## src/common/video_pkg.sv

```systemverilog
// video_pkg
// Shared definitions for the video generation core: register numbers,
// vector types for coordinates, addresses and colours, the per-axis sync
// state encoding and the structs that carry scan position and playfield
// configuration between blocks.

package video_pkg;

    typedef logic [10:0] coord_t;       // pixel or line count
    typedef logic [15:0] vaddr_t;       // video RAM word address
    typedef logic [15:0] vword_t;       // video RAM or register word
    typedef logic [7:0]  color_t;       // palette colour index
    typedef logic [4:0]  reg_num_t;     // config register number

    // one per axis, advances cyclically in this order
    typedef enum logic [1:0] {
        SYNC_PRE     = 2'd0,            // front porch
        SYNC_PULSE   = 2'd1,            // sync pulse
        SYNC_POST    = 2'd2,            // back porch
        SYNC_VISIBLE = 2'd3             // active area
    } sync_state_e;

    // config register map
    localparam reg_num_t XR_VID_CTRL     = 5'd0;    // border colour, interrupt bits
    localparam reg_num_t XR_VID_LEFT     = 5'd1;    // window left edge
    localparam reg_num_t XR_VID_RIGHT    = 5'd2;    // window right edge (exclusive)
    localparam reg_num_t XR_VID_TOP      = 5'd3;    // window top line
    localparam reg_num_t XR_VID_BOTTOM   = 5'd4;    // window bottom line (exclusive)
    localparam reg_num_t XR_SCANLINE     = 5'd5;    // read only, blank flags and line
    localparam reg_num_t XR_VID_HSIZE    = 5'd6;    // read only, visible width
    localparam reg_num_t XR_VID_VSIZE    = 5'd7;    // read only, visible height
    localparam reg_num_t XR_PA_GFX_CTRL  = 5'd8;    // colour base, blank
    localparam reg_num_t XR_PA_DISP_ADDR = 5'd9;    // bitmap start address
    localparam reg_num_t XR_PA_LINE_LEN  = 5'd10;   // words per bitmap line

    // current counter position and the events derived from it
    typedef struct packed {
        coord_t h_count;                // 0 is the first visible pixel
        coord_t v_count;                // 0 is the first visible line
        logic   h_visible;
        logic   v_visible;
        logic   line_end;               // last cycle of a line
        logic   frame_end;              // last cycle of a frame
    } scan_pos_t;

    // playfield settings as held by the register block
    typedef struct packed {
        color_t border;
        color_t colorbase;              // XOR'd into each bitmap byte
        logic   blank;                  // show border only
        coord_t win_left;
        coord_t win_right;
        coord_t win_top;
        coord_t win_bottom;
        vaddr_t start_addr;             // word address of first bitmap line
        vaddr_t line_len;               // words between bitmap lines
    } pf_cfg_t;

endpackage
```

## src/rtl/video_gen.sv

```systemverilog
// video_gen
// Top of the display core. Ties the sync timing generator, the
// configuration register bank and the 8 bpp bitmap fetch together.
// Mode timing and sync polarity are set here and handed down.

`timescale 1ns/1ps

module video_gen #(
    parameter int H_VISIBLE  = 640,
    parameter int H_FRONT    = 16,
    parameter int H_SYNC     = 96,
    parameter int H_BACK     = 48,
    parameter int V_VISIBLE  = 480,
    parameter int V_FRONT    = 10,
    parameter int V_SYNC     = 2,
    parameter int V_BACK     = 33,
    parameter bit H_SYNC_POL = 1'b0,            // 0 means active low
    parameter bit V_SYNC_POL = 1'b0
) (
    input  logic                clk,
    input  logic                reset_i,
    input  logic                reg_wr_en_i,
    input  video_pkg::reg_num_t reg_num_i,
    input  video_pkg::vword_t   reg_data_i,
    output video_pkg::vword_t   reg_data_o,
    input  logic [3:0]          intr_status_i,
    output logic [3:0]          intr_signal_o,
    output logic                vram_sel_o,
    output video_pkg::vaddr_t   vram_addr_o,
    input  video_pkg::vword_t   vram_data_i,
    output video_pkg::color_t   color_index_o,
    output logic                hsync_o,
    output logic                vsync_o,
    output logic                dv_de_o
);
    import video_pkg::*;

    scan_pos_t scan_pos;                        // live counter position
    pf_cfg_t   pf_cfg;                          // playfield settings

    video_timing #(
        .H_VISIBLE(H_VISIBLE), .H_FRONT(H_FRONT), .H_SYNC(H_SYNC), .H_BACK(H_BACK),
        .V_VISIBLE(V_VISIBLE), .V_FRONT(V_FRONT), .V_SYNC(V_SYNC), .V_BACK(V_BACK),
        .H_SYNC_POL(H_SYNC_POL), .V_SYNC_POL(V_SYNC_POL)
    ) u_timing (
        .clk        (clk),
        .reset_i    (reset_i),
        .scan_pos_o (scan_pos),
        .hsync_o    (hsync_o),
        .vsync_o    (vsync_o),
        .dv_de_o    (dv_de_o)
    );

    video_regs #(
        .H_VISIBLE(H_VISIBLE),
        .V_VISIBLE(V_VISIBLE)
    ) u_regs (
        .clk           (clk),
        .reset_i       (reset_i),
        .reg_wr_en_i   (reg_wr_en_i),
        .reg_num_i     (reg_num_i),
        .reg_data_i    (reg_data_i),
        .intr_status_i (intr_status_i),
        .scan_pos_i    (scan_pos),
        .reg_data_o    (reg_data_o),
        .intr_signal_o (intr_signal_o),
        .pf_cfg_o      (pf_cfg)
    );

    bitmap_fetch u_fetch (
        .clk           (clk),
        .reset_i       (reset_i),
        .scan_pos_i    (scan_pos),
        .pf_cfg_i      (pf_cfg),
        .vram_data_i   (vram_data_i),
        .vram_sel_o    (vram_sel_o),
        .vram_addr_o   (vram_addr_o),
        .color_index_o (color_index_o)
    );

endmodule

```

## src/rtl/bitmap_fetch.sv

```systemverilog
// bitmap_fetch
// 8 bpp bitmap playfield. Requests one video RAM word per pixel pair a
// cycle ahead of the counters, so the colour for a position comes out two
// cycles after the counters held it. Pixels outside the window, or with
// blank set, show the border colour.

`timescale 1ns/1ps

module bitmap_fetch (
    input  logic                 clk,
    input  logic                 reset_i,
    input  video_pkg::scan_pos_t scan_pos_i,
    input  video_pkg::pf_cfg_t   pf_cfg_i,
    input  video_pkg::vword_t    vram_data_i,
    output logic                 vram_sel_o,
    output video_pkg::vaddr_t    vram_addr_o,
    output video_pkg::color_t    color_index_o
);
    import video_pkg::*;

    coord_t nx, ny;                             // position the counters move to next
    coord_t rel_x;                              // nx relative to window left
    logic   y_in_win, nx_in_win, req;
    vaddr_t line_base_q, base_nxt;
    logic   in_win_q, odd_q;                    // stage with the read in flight
    logic   in_win_q2, odd_q2, rd_q;            // stage with read data present
    vword_t word_q;                             // pair held for the odd pixel
    color_t pix;

    always_comb begin
        nx = scan_pos_i.h_count + coord_t'(1);
        ny = scan_pos_i.v_count;
        if (scan_pos_i.line_end) begin
            nx = '0;
            ny = scan_pos_i.frame_end ? '0 : scan_pos_i.v_count + coord_t'(1);
        end
        rel_x     = nx - pf_cfg_i.win_left;
        y_in_win  = (scan_pos_i.v_count >= pf_cfg_i.win_top)
                 && (scan_pos_i.v_count < pf_cfg_i.win_bottom);
        nx_in_win = (nx >= pf_cfg_i.win_left) && (nx < pf_cfg_i.win_right)
                 && (ny >= pf_cfg_i.win_top) && (ny < pf_cfg_i.win_bottom);
        req       = nx_in_win && !pf_cfg_i.blank && !rel_x[0];   // even pixel of a pair

        // line base steps once per finished window line
        base_nxt = line_base_q;
        if (scan_pos_i.frame_end) begin
            base_nxt = pf_cfg_i.start_addr;
        end else if (scan_pos_i.line_end && y_in_win) begin
            base_nxt = line_base_q + pf_cfg_i.line_len;
        end

        pix = odd_q2 ? word_q[7:0] : vram_data_i[15:8];          // high byte is even pixel
    end

    always_ff @(posedge clk) begin
        if (reset_i) begin
            line_base_q <= pf_cfg_i.start_addr;
        end else begin
            line_base_q <= base_nxt;
        end
        vram_addr_o <= base_nxt + vaddr_t'(rel_x[10:1]);
        if (rd_q) begin
            word_q <= vram_data_i;
        end
    end

    always_ff @(posedge clk) begin
        if (reset_i) begin
            vram_sel_o    <= 1'b0;
            in_win_q      <= 1'b0;
            odd_q         <= 1'b0;
            in_win_q2     <= 1'b0;
            odd_q2        <= 1'b0;
            rd_q          <= 1'b0;
            color_index_o <= '0;
        end else begin
            vram_sel_o <= req;
            in_win_q   <= nx_in_win;
            odd_q      <= rel_x[0];
            rd_q       <= vram_sel_o;           // data is on the bus next cycle
            in_win_q2  <= in_win_q;
            odd_q2     <= odd_q;
            if (in_win_q2 && !pf_cfg_i.blank) begin
                color_index_o <= pix ^ pf_cfg_i.colorbase;
            end else begin
                color_index_o <= pf_cfg_i.border;
            end
        end
    end

endmodule

```

## src/video_regs/video_regs.sv

```systemverilog
// video_regs
// Configuration register bank. Decodes writes into the playfield
// settings, returns the selected register one cycle after the number is
// presented, and pulses the interrupt outputs on a control write and at
// the end of the visible frame.

`timescale 1ns/1ps

module video_regs #(
    parameter int H_VISIBLE = 640,
    parameter int V_VISIBLE = 480
) (
    input  logic                 clk,
    input  logic                 reset_i,
    input  logic                 reg_wr_en_i,
    input  video_pkg::reg_num_t  reg_num_i,
    input  video_pkg::vword_t    reg_data_i,
    input  logic [3:0]           intr_status_i,
    input  video_pkg::scan_pos_t scan_pos_i,
    output video_pkg::vword_t    reg_data_o,
    output logic [3:0]           intr_signal_o,
    output video_pkg::pf_cfg_t   pf_cfg_o
);
    import video_pkg::*;

    logic last_visible;                         // counters on final visible pixel

    assign last_visible = scan_pos_i.h_visible && scan_pos_i.v_visible
                       && (scan_pos_i.h_count == coord_t'(H_VISIBLE - 1))
                       && (scan_pos_i.v_count == coord_t'(V_VISIBLE - 1));

    // register writes and interrupt pulses
    always_ff @(posedge clk) begin
        if (reset_i) begin
            intr_signal_o       <= 4'b0;
            pf_cfg_o.border     <= 8'h08;       // dark grey, shows the core is alive
            pf_cfg_o.colorbase  <= '0;
            pf_cfg_o.blank      <= 1'b0;
            pf_cfg_o.win_left   <= '0;
            pf_cfg_o.win_right  <= coord_t'(H_VISIBLE);
            pf_cfg_o.win_top    <= '0;
            pf_cfg_o.win_bottom <= coord_t'(V_VISIBLE);
            pf_cfg_o.start_addr <= '0;
            pf_cfg_o.line_len   <= vaddr_t'(H_VISIBLE / 2);  // two pixels per word
        end else begin
            intr_signal_o <= 4'b0;              // pulses last one cycle
            if (reg_wr_en_i) begin
                case (reg_num_i)
                    XR_VID_CTRL: begin
                        pf_cfg_o.border <= reg_data_i[15:8];
                        intr_signal_o   <= reg_data_i[3:0];
                    end
                    XR_VID_LEFT:     pf_cfg_o.win_left   <= reg_data_i[10:0];
                    XR_VID_RIGHT:    pf_cfg_o.win_right  <= reg_data_i[10:0];
                    XR_VID_TOP:      pf_cfg_o.win_top    <= reg_data_i[10:0];
                    XR_VID_BOTTOM:   pf_cfg_o.win_bottom <= reg_data_i[10:0];
                    XR_PA_GFX_CTRL: begin
                        pf_cfg_o.colorbase <= reg_data_i[15:8];
                        pf_cfg_o.blank     <= reg_data_i[7];
                    end
                    XR_PA_DISP_ADDR: pf_cfg_o.start_addr <= reg_data_i;
                    XR_PA_LINE_LEN:  pf_cfg_o.line_len   <= reg_data_i;
                    default: begin
                    end
                endcase
            end
            if (last_visible) begin
                intr_signal_o[3] <= 1'b1;       // vertical blank interrupt
            end
        end
    end

    // read decode, one cycle behind reg_num_i
    always_ff @(posedge clk) begin
        case (reg_num_i)
            XR_VID_CTRL:     reg_data_o <= {pf_cfg_o.border, 4'b0, intr_status_i};
            XR_VID_LEFT:     reg_data_o <= {5'b0, pf_cfg_o.win_left};
            XR_VID_RIGHT:    reg_data_o <= {5'b0, pf_cfg_o.win_right};
            XR_VID_TOP:      reg_data_o <= {5'b0, pf_cfg_o.win_top};
            XR_VID_BOTTOM:   reg_data_o <= {5'b0, pf_cfg_o.win_bottom};
            XR_SCANLINE:     reg_data_o <= {~scan_pos_i.v_visible, ~scan_pos_i.h_visible,
                                            3'b0, scan_pos_i.v_count};
            XR_VID_HSIZE:    reg_data_o <= vword_t'(H_VISIBLE);
            XR_VID_VSIZE:    reg_data_o <= vword_t'(V_VISIBLE);
            XR_PA_GFX_CTRL:  reg_data_o <= {pf_cfg_o.colorbase, pf_cfg_o.blank, 7'b0};
            XR_PA_DISP_ADDR: reg_data_o <= pf_cfg_o.start_addr;
            XR_PA_LINE_LEN:  reg_data_o <= pf_cfg_o.line_len;
            default:         reg_data_o <= '0;
        endcase
    end

endmodule

```

## src/video_timing/video_timing.sv

```systemverilog
// video_timing
// Horizontal and vertical scan counters, each with a four state sync
// machine (front porch, sync, back porch, visible). Visible pixels and
// lines come first. Sync and display enable are delayed two cycles so
// they line up with the pixel fetch pipeline.

`timescale 1ns/1ps

module video_timing #(
    parameter int H_VISIBLE  = 640,
    parameter int H_FRONT    = 16,
    parameter int H_SYNC     = 96,
    parameter int H_BACK     = 48,
    parameter int V_VISIBLE  = 480,
    parameter int V_FRONT    = 10,
    parameter int V_SYNC     = 2,
    parameter int V_BACK     = 33,
    parameter bit H_SYNC_POL = 1'b0,
    parameter bit V_SYNC_POL = 1'b0
) (
    input  logic                 clk,
    input  logic                 reset_i,
    output video_pkg::scan_pos_t scan_pos_o,
    output logic                 hsync_o,
    output logic                 vsync_o,
    output logic                 dv_de_o
);
    import video_pkg::*;

    sync_state_e h_state, v_state;
    coord_t      h_count, v_count;
    coord_t      h_end, v_end;                  // last count of current state
    logic        h_adv, v_adv;
    logic        line_end, frame_end;
    logic        hs_d1, vs_d1, de_d1;           // first delay stage, active high

    // last count belonging to a state, counted from the first visible one
    function automatic coord_t state_end(sync_state_e st, int vis, int front,
                                         int sync, int back);
        int last;
        case (st)
            SYNC_VISIBLE: last = vis;
            SYNC_PRE:     last = vis + front;
            SYNC_PULSE:   last = vis + front + sync;
            default:      last = vis + front + sync + back;
        endcase
        return coord_t'(last - 1);
    endfunction

    always_comb begin
        h_end     = state_end(h_state, H_VISIBLE, H_FRONT, H_SYNC, H_BACK);
        v_end     = state_end(v_state, V_VISIBLE, V_FRONT, V_SYNC, V_BACK);
        h_adv     = (h_count == h_end);
        line_end  = h_adv && (h_state == SYNC_POST);
        v_adv     = line_end && (v_count == v_end);     // vertical moves only at line end
        frame_end = v_adv && (v_state == SYNC_POST);
    end

    assign scan_pos_o = '{h_count:   h_count,
                          v_count:   v_count,
                          h_visible: (h_state == SYNC_VISIBLE),
                          v_visible: (v_state == SYNC_VISIBLE),
                          line_end:  line_end,
                          frame_end: frame_end};

    always_ff @(posedge clk) begin
        if (reset_i) begin
            h_state <= SYNC_VISIBLE;                // start on first visible pixel
            v_state <= SYNC_VISIBLE;
            h_count <= '0;
            v_count <= '0;
            hs_d1   <= 1'b0;
            vs_d1   <= 1'b0;
            de_d1   <= 1'b0;
            hsync_o <= ~H_SYNC_POL;
            vsync_o <= ~V_SYNC_POL;
            dv_de_o <= 1'b0;
        end else begin
            h_count <= line_end ? '0 : h_count + coord_t'(1);
            if (line_end) begin
                v_count <= frame_end ? '0 : v_count + coord_t'(1);
            end
            if (h_adv) begin
                h_state <= sync_state_e'(h_state + 2'd1);
            end
            if (v_adv) begin
                v_state <= sync_state_e'(v_state + 2'd1);
            end

            hs_d1   <= (h_state == SYNC_PULSE);
            vs_d1   <= (v_state == SYNC_PULSE);
            de_d1   <= (h_state == SYNC_VISIBLE) && (v_state == SYNC_VISIBLE);
            hsync_o <= hs_d1 ? H_SYNC_POL : ~H_SYNC_POL;   // polarity applied at output
            vsync_o <= vs_d1 ? V_SYNC_POL : ~V_SYNC_POL;
            dv_de_o <= de_d1;
        end
    end

endmodule

```

## config.mk

```make
export PLATFORM = sky130hd
export DESIGN_NAME = video_gen
export DESIGN_NICKNAME = d
export VERILOG_FILES = /design/src/common/video_pkg.sv /design/src/rtl/video_gen.sv /design/src/rtl/bitmap_fetch.sv /design/src/video_regs/video_regs.sv /design/src/video_timing/video_timing.sv
export SDC_FILE = /design/constraint.sdc
export NUM_CORES = 1
export LEC_CHECK = 0
export BUFFER_PORTS_ARGS = -buffer_cell sky130_fd_sc_hd__buf_4
export CAP_MARGIN = 20
export CORE_MARGIN = 5
export CORE_UTILIZATION = 55
export CTS_CLUSTER_DIAMETER = 100
export CTS_CLUSTER_SIZE = 10
export DETAILED_ROUTE_END_ITERATION = 8
export PLACE_DENSITY = 0.8
export SLEW_MARGIN = 20
export SYNTH_ARGS = -nofsm -noshare
export SYNTH_HDL_FRONTEND = slang
export SYNTH_SLANG_ARGS = --single-unit
```

## constraint.sdc

```tcl
create_clock -name clk -period 7.35 [get_ports clk]
set_input_delay 1.47 -clock clk [delete_from_list [all_inputs] [get_ports clk]]
set_output_delay 1.47 -clock clk [all_outputs]
set_load 0.01 [all_outputs]
```

==> results of run 1 <==
[state kept, by name (all words and copies together) (netlist names), 2 cells and up]
signal and flops:
u_regs.pf_cfg_o 93, u_fetch.line_base_q 16, u_fetch.vram_addr_o 16, u_regs.reg_data_o 16, u_timing.h_count 11, u_timing.v_count 11
u_fetch.color_index_o 8, u_fetch.word_q 8, u_regs.intr_signal_o 4, u_timing.h_state 2, u_timing.v_state 2
[power by group]
group          switching, mW  internal (mW)  total, mW
clock network          0.478          0.461      0.939
registers             0.0139           1.11       1.13
logic                  0.134         0.0962      0.230
total                  0.626           1.67       2.30
[worst paths after layout]
| path | from | end | slack, ns | cells after the start |
|---|---|---|---|---|
| max reg2reg | u_timing.h_state[0]$_SDFFE_PP1N_ | u_fetch.vram_addr_o[13]$_DFF_P_ | 1.99 | 22 |
| max | u_timing.h_state[0]$_SDFFE_PP1N_ | u_fetch.vram_addr_o[13]$_DFF_P_ | 1.99 | 22 |
| min reg2reg | u_timing.hs_d1$_SDFF_PP0_ | u_timing.hsync_o$_SDFF_PP1_ | 0.38 | 1 |
| min | u_timing.hs_d1$_SDFF_PP0_ | u_timing.hsync_o$_SDFF_PP1_ | 0.38 | 1 |
[cells in the mapped netlist, types with 4 or more instances]
cell type and instances:
sky130_fd_sc_hd__o21ai_0 43, sky130_fd_sc_hd__and2_1 11, sky130_fd_sc_hd__o2111ai_1 4, sky130_fd_sc_hd__nand2b_1 12, sky130_fd_sc_hd__mux2_2 9, sky130_fd_sc_hd__clkbuf_1 54
sky130_fd_sc_hd__o21a_1 9, sky130_fd_sc_hd__a21oi_1 140, sky130_fd_sc_hd__nor4b_1 4, sky130_fd_sc_hd__nor2_1 85, sky130_fd_sc_hd__xor2_1 27, sky130_fd_sc_hd__edfxtp_1 8
sky130_fd_sc_hd__mux2i_1 14, sky130_fd_sc_hd__a221oi_1 12, sky130_fd_sc_hd__ha_1 101, sky130_fd_sc_hd__xnor2_1 37, sky130_fd_sc_hd__nor3_1 30, sky130_fd_sc_hd__nand4_1 14
sky130_fd_sc_hd__dfxtp_1 191, sky130_fd_sc_hd__nand3_1 38, sky130_fd_sc_hd__a22oi_1 26, sky130_fd_sc_hd__a211oi_1 6, sky130_fd_sc_hd__o21bai_1 4, sky130_fd_sc_hd__a222oi_1 6
sky130_fd_sc_hd__nand2_1 247, sky130_fd_sc_hd__a21o_1 11, sky130_fd_sc_hd__and3_1 9, sky130_fd_sc_hd__o211ai_1 17, sky130_fd_sc_hd__nor2b_1 22, sky130_fd_sc_hd__a22o_1 6
sky130_fd_sc_hd__inv_1 67, sky130_fd_sc_hd__nor4_1 4
[critical path, delay by kind of cell, from the launching register on]
kind            cells  cell delay, ns
simple gates        8            1.82
compound gates      8            1.56
fa+ha+maj           3            0.94
flops               1            0.36
xor+xnor            2            0.28
buf+inv             1            0.25
[stage by stage]
stage	worst slack [ns]	power [mW]	instances
floorplan	2.22	1.28	1327
global placement	2.22	1.37	1630
detailed placement	2.04	1.38	1630
CTS	2.00	2.30	1662
global route	1.57	2.38	1664
finish	1.99	2.30	1664
[routing by layer]
| layer | wire length (µm) | vias to the layer above | share of wire | track usage |
|---|---|---|---|---|
| met5 | 0 | - | 0 | 0 |
| met3 | 3790 | 96 | 0.12 | 0.0756 |
| met1 | 13100 | 4643 | 0.41 | 0.386 |
| met4 | 1110 | 0 | 0.035 | 0.113 |
| li1 | - | 4753 | - | - |
| met2 | 14100 | 564 | 0.44 | 0.428 |
[kinds of logic (layout without fill, tap and decap cells)]
logic type,after synthesis,in the layout,synth area share
and+or+nand+nor,497,497,0.207
AOI/OAI and AO/OA,311,311,0.179
DFF,199,199,0.373
buffers and inverters,129,200,0.0456
adders and majority gates,104,104,0.121
xor gates and xnor gates,64,64,0.0514
muxes,23,23,0.0222
other,0,1,0
[cell type report]
cell class | instances | area [µm²] | area share
multi-input cells | 999 | 6340 | 0.513
repair buffers | 100 | 751 | 0.0608
well taps | 265 | 332 | 0.0268
flip-flops and latches | 199 | 4060 | 0.329
diodes | 1 | 2.50 | 0.000203
clock buffers | 18 | 429 | 0.0347
clock inverters | 14 | 178 | 0.0144
inverters | 68 | 255 | 0.0207
==> results.sh, run 1 <==
export IMPL_number_of_resized_instances_in_the_post_cts_repair_step=0
export IMPL_period_minus_slack_ns=5.36
export IMPL_tritoncts="yes"
export IMPL_die_x_um=151
export IMPL_timing_critical_path_mode_cell="sky130_fd_sc_hd__ha_1"
export IMPL_first_global_vias=9261
export IMPL_edff_count_synth=8
export IMPL_ys_seq_elements=199
export IMPL_cts_inserted_buffers=17
export IMPL_clock_root_buffer="sky130_fd_sc_hd__clkbuf_16"
export IMPL_timing_clock_skew_ns=0.0151
export IMPL_cp_max_fanout=14
export IMPL_timing_hold_violations_final=0
export IMPL_filler_cell_count=1650
export IMPL_detailedPlacementHpwl_um=23500
export IMPL_synth_area_um2=10900
export IMPL_cts_hold_buf=0
export IMPL_synth_sequential_area_ratio=0.373
export IMPL_utilization=0.635
export IMPL_critical_path_cell_chain="ha_1, or4_1, o21a_1, nor4_4, buf_4, nor2b_1, ha_1, nor2b_1, o21ai_0, a21boi_0, o21ai_0, a21boi_0, o31a_1, or2_2, a21oi_1, xnor2_1, ha_1, nand3_1, o2111ai_1, nand3_1, or2_1, xor2_1"
export IMPL_num_vias=10100
export IMPL_unrepaired_setup_endpoints_after_global_routing="false"
export IMPL_max_clock_freq_ghz=0.187
export IMPL_detail_route_wl_per_cell_um=19.3
export IMPL_io_buffer_count=91
export IMPL_critical_path_arrival_ns=5.67
export IMPL_worst_skew_pair_late_latency_ns=0.45
export IMPL_clock_tree_htree_level_count=4
export IMPL_grt_max_degree=78
export IMPL_global_route_usage_total=0.284
export IMPL_grt_ovfl_total=0
export IMPL_cts_num_sinks=199
export IMPL_placement_cell_area_um2=11700
export IMPL_timing_hold_worst_class="reg2reg"
export IMPL_power_ir_vdd_worst_v=0.000166
export IMPL_synth_ff_type="sky130_fd_sc_hd__dfxtp_1"
export IMPL_synth_net_count=1475
export IMPL_yosys_warnings=0
export IMPL_detail_route_wirelength_um=32100
export IMPL_holdWs_ns=0.378
export IMPL_number_of_antenna_violations_at_the_first_check_in_global_routing=1
export IMPL_layout_nets=1533
export IMPL_power_density_cell_area_nw_per_um2=186
export IMPL_post_cts_setup_buffer_count=0
export IMPL_yosys_top_cells_area="sky130_fd_sc_hd__dfxtp_1, sky130_fd_sc_hd__ha_1, sky130_fd_sc_hd__nand2_1"
export IMPL_drc=0
export IMPL_mean_post_synth_cell_area_um2=8.21
export IMPL_critical_path_max_stage_delay_ns=0.47
export IMPL_start_util=0.560
export IMPL_ys_async_sr_fraction=0
export IMPL_die_height_um=151
export IMPL_critPathRequiredTime_ns=7.66
export IMPL_portion_of_synthesized_cell_area_occupied_by_the_leading_cell_type=0.351
export IMPL_mostFrequentLayoutCell="sky130_fd_sc_hd__nand2_1"
export IMPL_timing_max_slew_rel_slack=0.252
export IMPL_synth_cells=1327
export IMPL_timing_final_crit_share=0.729
export IMPL_criticalPathCategory="reg2reg"
export IMPL_ys_types=65
export IMPL_fraction_of_layout_instances_using_a_drive_strength_above_1=0.113
export IMPL_fp_coreArea_um2=19500
export IMPL_detailedRoute_firstIterationViolations=1392
export IMPL_worst_setup_path_end_kind="flop"
export IMPL_maxCapViolCount=0
export IMPL_design_area_um2=12400
export IMPL_final_setup_viol_count=0
export IMPL_route_detailed_vias_per_inst=6.04
export IMPL_synth_largest_area_cell="sky130_fd_sc_hd__dfxtp_1"
export IMPL_ant_nets=0
export IMPL_grt_first_pass_wirelength_um=50100
export IMPL_syn_to_final_growth_pct=13.4
export IMPL_rows=51
export IMPL_maxSlewViolCount=0
export IMPL_clk_pin_slew_worst_paths_ns=0.08
export IMPL_power_leakage_nw=5.09
export IMPL_startpoint_type="flop"
export IMPL_io_pin_count=92
export IMPL_cp_slowest_cell="sky130_fd_sc_hd__or4_1"
export IMPL_die_area_um2=22700
export IMPL_place_gp_congestion=0.976
export IMPL_layout_cells_most_common_list="sky130_fd_sc_hd__nand2_1, sky130_fd_sc_hd__dfxtp_1, sky130_fd_sc_hd__a21oi_1"
export IMPL_detail_route_first_pass_iterations=6
export IMPL_outcome="finished, final reports clean"
export IMPL_ctsLongestPathBuffers=2
export IMPL_worst_slew_pin_transition_ns=1.12
export IMPL_final_setup_tns_ns=0
No activity file was read; power rests on OpenSTA's default activity.
==> run 2, diff against run 1 <==
Settings changed: ABC_AREA set to 1.
Clock period 7.35 ns to 5.6 ns, I/O delays scaled along.
==> results.sh, run 2 <==
export IMPL_placement_cell_area_um2=12400
export IMPL_detailedPlacementHpwl_um=26300
export IMPL_critical_path_arrival_ns=5.18
export IMPL_clk_pin_slew_worst_paths_ns=0.09
export IMPL_first_global_vias=10400
export IMPL_maxSlewViolCount=0
export IMPL_syn_to_final_growth_pct=12.9
export IMPL_synth_net_count=1726
export IMPL_timing_final_crit_share=0.863
export IMPL_io_pin_count=92
export IMPL_antenna_diode_count=0
export IMPL_cts_num_sinks=199
export IMPL_grt_max_degree=74
export IMPL_route_detailed_vias_per_inst=5.76
export IMPL_portion_of_synthesized_cell_area_occupied_by_the_leading_cell_type=0.332
export IMPL_ant_nets=0
export IMPL_number_of_resized_instances_in_the_post_cts_repair_step=0
export IMPL_fp_coreArea_um2=20800
export IMPL_largest_register_ff_count=93
export IMPL_detail_route_wl_per_cell_um=17.8
export IMPL_outcome="finished, final reports clean"
export IMPL_synth_cells=1578
export IMPL_max_clock_freq_ghz=0.207
export IMPL_start_util=0.553
export IMPL_worst_slew_pin_transition_ns=0.966
export IMPL_power_ir_vdd_worst_v=0.000236
export IMPL_synth_area_um2=11500
export IMPL_detailedRoute_firstIterationViolations=1248
export IMPL_rows=53
export IMPL_synth_sequential_area_ratio=0.353
export IMPL_final_setup_tns_ns=0
export IMPL_ys_async_sr_fraction=0
export IMPL_timing_clock_skew_ns=0.0122
export IMPL_cts_hold_buf=0
export IMPL_criticalPathCategory="reg2reg"
export IMPL_clock_tree_htree_level_count=4
export IMPL_startpoint_type="flop"
export IMPL_cts_inserted_buffers=17
export IMPL_layout_nets=1796
export IMPL_power_leakage_nw=5.97
export IMPL_period_minus_slack_ns=4.83
export IMPL_final_setup_viol_count=0
export IMPL_power_density_cell_area_nw_per_um2=240
export IMPL_cp_max_fanout=9
export IMPL_critical_path_n_buffers_inverters=7
export IMPL_number_of_antenna_violations_at_the_first_check_in_global_routing=0
export IMPL_filler_cell_count=1888
export IMPL_unrepaired_setup_endpoints_after_global_routing="false"
export IMPL_yosys_warnings=0
export IMPL_utilization=0.624
export IMPL_drc=0
export IMPL_io_buffer_count=91
export IMPL_critPathRequiredTime_ns=5.95
export IMPL_grt_first_pass_wirelength_um=54000
export IMPL_detail_route_wirelength_um=34500
export IMPL_global_route_usage_total=0.283
export IMPL_die_x_um=155
export IMPL_yosys_top_cells_area="sky130_fd_sc_hd__dfxtp_1, sky130_fd_sc_hd__ha_1, sky130_fd_sc_hd__nand2_1"
export IMPL_clock_root_buffer="sky130_fd_sc_hd__clkbuf_16"
export IMPL_timing_critical_path_mode_cell="sky130_fd_sc_hd__nand2_1"
export IMPL_timing_hold_violations_final=0
export IMPL_worst_skew_pair_late_latency_ns=0.45
export IMPL_timing_max_slew_rel_slack=0.355
export IMPL_die_area_um2=23900
export IMPL_ctsLongestPathBuffers=2
export IMPL_die_height_um=155
export IMPL_largest_delay_share_family_worst_path="simple AND/OR/NAND/NOR gates"
export IMPL_mean_post_synth_cell_area_um2=7.29
export IMPL_tritoncts="yes"
export IMPL_design_area_um2=13000
export IMPL_ys_top_cells_by_count="sky130_fd_sc_hd__nand2_1, sky130_fd_sc_hd__inv_1, sky130_fd_sc_hd__dfxtp_1, sky130_fd_sc_hd__a21oi_1, sky130_fd_sc_hd__nor2_1"
export IMPL_synth_most_common_cell="sky130_fd_sc_hd__nand2_1"
export IMPL_timing_hold_worst_class="reg2reg"
export IMPL_layout_cells_most_common_list="sky130_fd_sc_hd__nand2_1, sky130_fd_sc_hd__inv_1, sky130_fd_sc_hd__dfxtp_1"
export IMPL_grt_ovfl_total=0
export IMPL_synth_ff_type="sky130_fd_sc_hd__dfxtp_1"
export IMPL_fraction_of_layout_instances_using_a_drive_strength_above_1=0.101
export IMPL_num_vias=11100
export IMPL_edff_count_synth=8
export IMPL_ys_types=53
export IMPL_maxCapViolCount=0
export IMPL_place_gp_congestion=1.02
export IMPL_detail_route_first_pass_iterations=6
export IMPL_critical_path_max_stage_delay_ns=0.42
export IMPL_synth_largest_area_cell="sky130_fd_sc_hd__dfxtp_1"
export IMPL_largest_register="u_regs.pf_cfg_o"
export IMPL_ys_seq_elements=199
export IMPL_mostFrequentLayoutCell="sky130_fd_sc_hd__nand2_1"
export IMPL_worst_setup_path_end_kind="flop"
export IMPL_post_cts_setup_buffer_count=0
export IMPL_cp_slowest_cell="sky130_fd_sc_hd__nor3_4"
## run 2: cell count changes after synthesis, moves of 13 or more
cell,previous run,this run
sky130_fd_sc_hd__clkbuf_1,54,36
sky130_fd_sc_hd__a22oi_1,26,0
sky130_fd_sc_hd__o211ai_1,17,4
sky130_fd_sc_hd__nand3_1,38,51
sky130_fd_sc_hd__o21ai_1,0,19
sky130_fd_sc_hd__nor2_1,85,144
sky130_fd_sc_hd__inv_1,67,229
sky130_fd_sc_hd__a21oi_1,140,175
sky130_fd_sc_hd__o21ai_0,43,127
sky130_fd_sc_hd__o22ai_1,2,27
sky130_fd_sc_hd__nor2b_1,22,0
sky130_fd_sc_hd__xnor2_1,37,18
## run 2: report_power, final
group          switching [mW]  leakage [nW]  internal (mW)
Sequential             0.0189          1.62           1.47
Clock                   0.660         0.299          0.614
Combinational           0.209          4.05          0.140
Total                   0.888          5.97           2.22
## run 2: final timing paths
check                                   start                              end  slack [ns]  cells after the start
max          u_timing.h_state[0]$_SDFFE_PP1N_  u_fetch.vram_addr_o[15]$_DFF_P_        0.77                     32
min                 u_timing.vs_d1$_SDFF_PP0_      u_timing.vsync_o$_SDFF_PP1_        0.38                      1
max reg2reg  u_timing.h_state[0]$_SDFFE_PP1N_  u_fetch.vram_addr_o[15]$_DFF_P_        0.77                     32
min reg2reg         u_timing.vs_d1$_SDFF_PP0_      u_timing.vsync_o$_SDFF_PP1_        0.38                      1
## run 2: layout make-up
class                           instances  area, µm²  share of cell area
Multi-Input combinational cell       1094       6350               0.489
Sequential cell                       199       4060               0.313
Inverter                              242        910              0.0700
Timing Repair Buffer                   94        706              0.0543
Clock buffer                           17        425              0.0327
Tap cell                              275        344              0.0265
Clock inverter                         15        191              0.0147
## run 2: through the flow
step / worst slack (ns) / hold WS, ns / std cells / total power [mW]
after CTS: 0.841 / 0.384 / 1936 / 3.11
after floorplan: 1.28 / 0.352 / 1578 / 1.72
after detailed placement: 0.847 / 0.365 / 1904 / 1.86
after global placement: 1.11 / 0.356 / 1904 / 1.86
final: 0.769 / 0.381 / 1936 / 3.11
after global routing: 0.305 / 0.398 / 1936 / 3.22
## run 2: logic make-up (layout without fill, tap and decap cells)
group                    after synthesis  count (layout)  synth area share
XOR/XNOR                              48              48            0.0365
flip-flops                           199             199             0.353
AO/OA/AOI/OAI                        397             397             0.190
adder cells (fa/ha/maj)              104             104             0.115
buffers and inverters                285             368            0.0947
AND/OR/NAND/NOR                      536             536             0.203
multiplexers                           9               9           0.00783
## run 2: metal layers
layer  vias to the layer above  GRT usage  part of all wire
li1                       5380          -                 -
met1                      5119      0.363              0.40
met2                       534      0.476              0.47
met3                       112     0.0470             0.087
met4                         0      0.111             0.042
met5                         -          0                 0
==> run 3, diff against run 2 <==
Settings changed: ABC_AREA 1 to not set, CORE_UTILIZATION 55 to 60, PLACE_DENSITY 0.8 to 0.86.
==> results.sh, run 3 (synthesized netlist as in run 1, its figures left out) <==
export IMPL_outcome="finished, final reports clean"
export IMPL_critPathRequiredTime_ns=5.91
export IMPL_sequential_cell_area_um2=4060
export IMPL_rows=49
export IMPL_detail_route_first_pass_iterations=6
export IMPL_die_height_um=145
export IMPL_syn_to_final_growth_pct=13.2
export IMPL_crit_reg2reg_capture="u_fetch.vram_addr_o[13]$_DFF_P_"
export IMPL_start_util=0.609
export IMPL_number_of_antenna_violations_at_the_first_check_in_global_routing=0
export IMPL_antenna_diode_count=0
export IMPL_route_detailed_vias_per_inst=6.23
export IMPL_maxSlewViolCount=0
export IMPL_timing_final_crit_share=0.928
export IMPL_cp_max_fanout=5
export IMPL_layout_cells_most_common_list="sky130_fd_sc_hd__nand2_1, sky130_fd_sc_hd__dfxtp_1, sky130_fd_sc_hd__a21oi_1"
export IMPL_die_x_um=145
export IMPL_power_mw=3.01
export IMPL_detail_route_wirelength_um=32600
export IMPL_power_density_cell_area_nw_per_um2=244
export IMPL_timing_max_slew_rel_slack=0.253
export IMPL_rrSetupSlack_ns=0.40
export IMPL_timing_hold_worst_class="reg2reg"
export IMPL_cts_num_sinks=199
export IMPL_min_to="u_timing.hsync_o$_SDFF_PP1_"
export IMPL_startpoint_type="flop"
export IMPL_clock_root_buffer="sky130_fd_sc_hd__clkbuf_16"
export IMPL_timing_hold_violations_final=0
export IMPL_worstHoldPathCells=1
export IMPL_grt_ovfl_total=0
export IMPL_detailedRoute_firstIterationViolations=1174
export IMPL_grt_first_pass_wirelength_um=51000
export IMPL_max_clock_freq_ghz=0.192
export IMPL_final_setup_tns_ns=0
export IMPL_clock_tree_htree_level_count=4
export IMPL_final_setup_viol_count=0
export IMPL_layout_nets=1540
export IMPL_tritoncts="yes"
export IMPL_drc=0
export IMPL_hp_start="u_timing.hs_d1$_SDFF_PP0_"
export IMPL_period_minus_slack_ns=5.20
export IMPL_first_global_vias=9539
export IMPL_post_cts_setup_buffer_count=0
export IMPL_detail_route_wl_per_cell_um=19.9
export IMPL_clk_pin_slew_worst_paths_ns=0.08
export IMPL_global_route_usage_total=0.313
export IMPL_ant_nets=0
export IMPL_r2r_worst_path_cells=21
export IMPL_unrepaired_setup_endpoints_after_global_routing="false"
export IMPL_largest_register="u_regs.pf_cfg_o"
export IMPL_timing_clock_skew_ns=0.0115
export IMPL_maxCapViolCount=0
export IMPL_worst_slew_pin_transition_ns=1.11
export IMPL_filler_cell_count=1442
export IMPL_power_ir_vdd_worst_v=0.000221
export IMPL_multi_input_area_um2=6350
export IMPL_power_leakage_nw=5.12
export IMPL_detailedPlacementHpwl_um=24300
export IMPL_ctsLongestPathBuffers=2
export IMPL_fp_coreArea_um2=17900
export IMPL_worst_r2r_startpoint="u_timing.h_state[0]$_SDFFE_PP1N_"
export IMPL_place_gp_congestion=1.05
export IMPL_critical_path_arrival_ns=5.51
export IMPL_io_buffer_count=91
export IMPL_criticalPathCategory="reg2reg"
export IMPL_mostFrequentLayoutCell="sky130_fd_sc_hd__nand2_1"
export IMPL_fraction_of_layout_instances_using_a_drive_strength_above_1=0.116
export IMPL_worst_skew_pair_late_latency_ns=0.44
export IMPL_io_pin_count=92
export IMPL_grt_max_degree=66
export IMPL_num_vias=10200
export IMPL_worst_setup_path_end_kind="flop"
export IMPL_die_area_um2=21000
export IMPL_cts_inserted_buffers=17
export IMPL_largest_register_ff_count=93
[run 3: cell count changes in the layout (fill, tap and decap cells not counted), sizes merged, moves of 22 or more]
cell and delta:
nor2b +22, nor2 -66, o22ai -25, a21oi -42
o21ai -103, inv -169, a22oi +25
[run 3: cell type report]
type                            instances  area share
Multi-Input combinational cell        999       0.515
Inverter                               68      0.0207
Timing Repair Buffer                  107      0.0651
Sequential cell                       199       0.329
Clock inverter                         14      0.0124
Tap cell                              229      0.0232
Clock buffer                           18      0.0348
[run 3: worst max path at each step]
stage	start	to	slack, ns	cells after the start
after global routing	u_timing.h_state[0]$_SDFFE_PP1N_	u_fetch.vram_addr_o[15]$_DFF_P_	0.02	21
after global placement	u_timing.h_state[0]$_SDFFE_PP1N_	u_fetch.vram_addr_o[13]$_DFF_P_	0.57	21
after floorplan	u_timing.h_state[0]$_SDFFE_PP1N_	u_fetch.vram_addr_o[13]$_DFF_P_	0.47	22
after CTS	u_timing.h_state[0]$_SDFFE_PP1N_	u_fetch.vram_addr_o[15]$_DFF_P_	0.39	21
final	u_timing.h_state[0]$_SDFFE_PP1N_	u_fetch.vram_addr_o[13]$_DFF_P_	0.40	21
after detailed placement	u_timing.h_state[0]$_SDFFE_PP1N_	u_fetch.vram_addr_o[15]$_DFF_P_	0.41	21
[run 3: metrics by stage]
step	setup slack, ns	util	hold WS (ns)	cells	cell area, µm²
after floorplan	0.475	-	0.356	1327	10900
final	0.403	0.689	0.391	1634	12300
after detailed placement	0.413	0.656	0.369	1601	11700
after CTS	0.391	0.688	0.394	1633	12300
after global placement	0.566	0.656	0.371	1601	11700
after global routing	0.0151	0.689	0.425	1634	12300
[run 3: what timing repair did]
item,CTS,global route
hold buffers,0,0
gates resized for setup,0,2
endpoints found under the setup margin,0,3
[run 3: per-layer routing]
layer  global-route usage  part of all wire
met1                0.413              0.40
met2                0.488              0.44
met3               0.0851              0.11
met4                0.123             0.039
met5                    0                 0
[run 3: worst max-delay path: stages, from the launching register on]
cell	delay, ns
sky130_fd_sc_hd__dfxtp_1	0.37
sky130_fd_sc_hd__ha_1	0.25
sky130_fd_sc_hd__or4_1	0.47
sky130_fd_sc_hd__o21a_1	0.16
sky130_fd_sc_hd__nor4_4	0.36
sky130_fd_sc_hd__nor2b_1	0.19
sky130_fd_sc_hd__ha_1	0.32
sky130_fd_sc_hd__nor2b_1	0.13
sky130_fd_sc_hd__o21ai_0	0.18
sky130_fd_sc_hd__a21boi_0	0.14
sky130_fd_sc_hd__o21ai_0	0.21
sky130_fd_sc_hd__a21boi_0	0.17
sky130_fd_sc_hd__o31a_1	0.27
sky130_fd_sc_hd__or2_2	0.30
sky130_fd_sc_hd__a21oi_1	0.18
sky130_fd_sc_hd__xnor2_1	0.11
sky130_fd_sc_hd__ha_1	0.39
sky130_fd_sc_hd__nand3_1	0.09
sky130_fd_sc_hd__o2111ai_1	0.24
sky130_fd_sc_hd__nand3_1	0.14
sky130_fd_sc_hd__or2_1	0.24
sky130_fd_sc_hd__xor2_1	0.15
[run 3: report_power, final]
part	internal (mW)	total [mW]	switching [mW]	leakage [nW]
clock network	0.601	1.22	0.623	0.285
logic	0.127	0.302	0.176	3.22
registers	1.46	1.48	0.0183	1.62
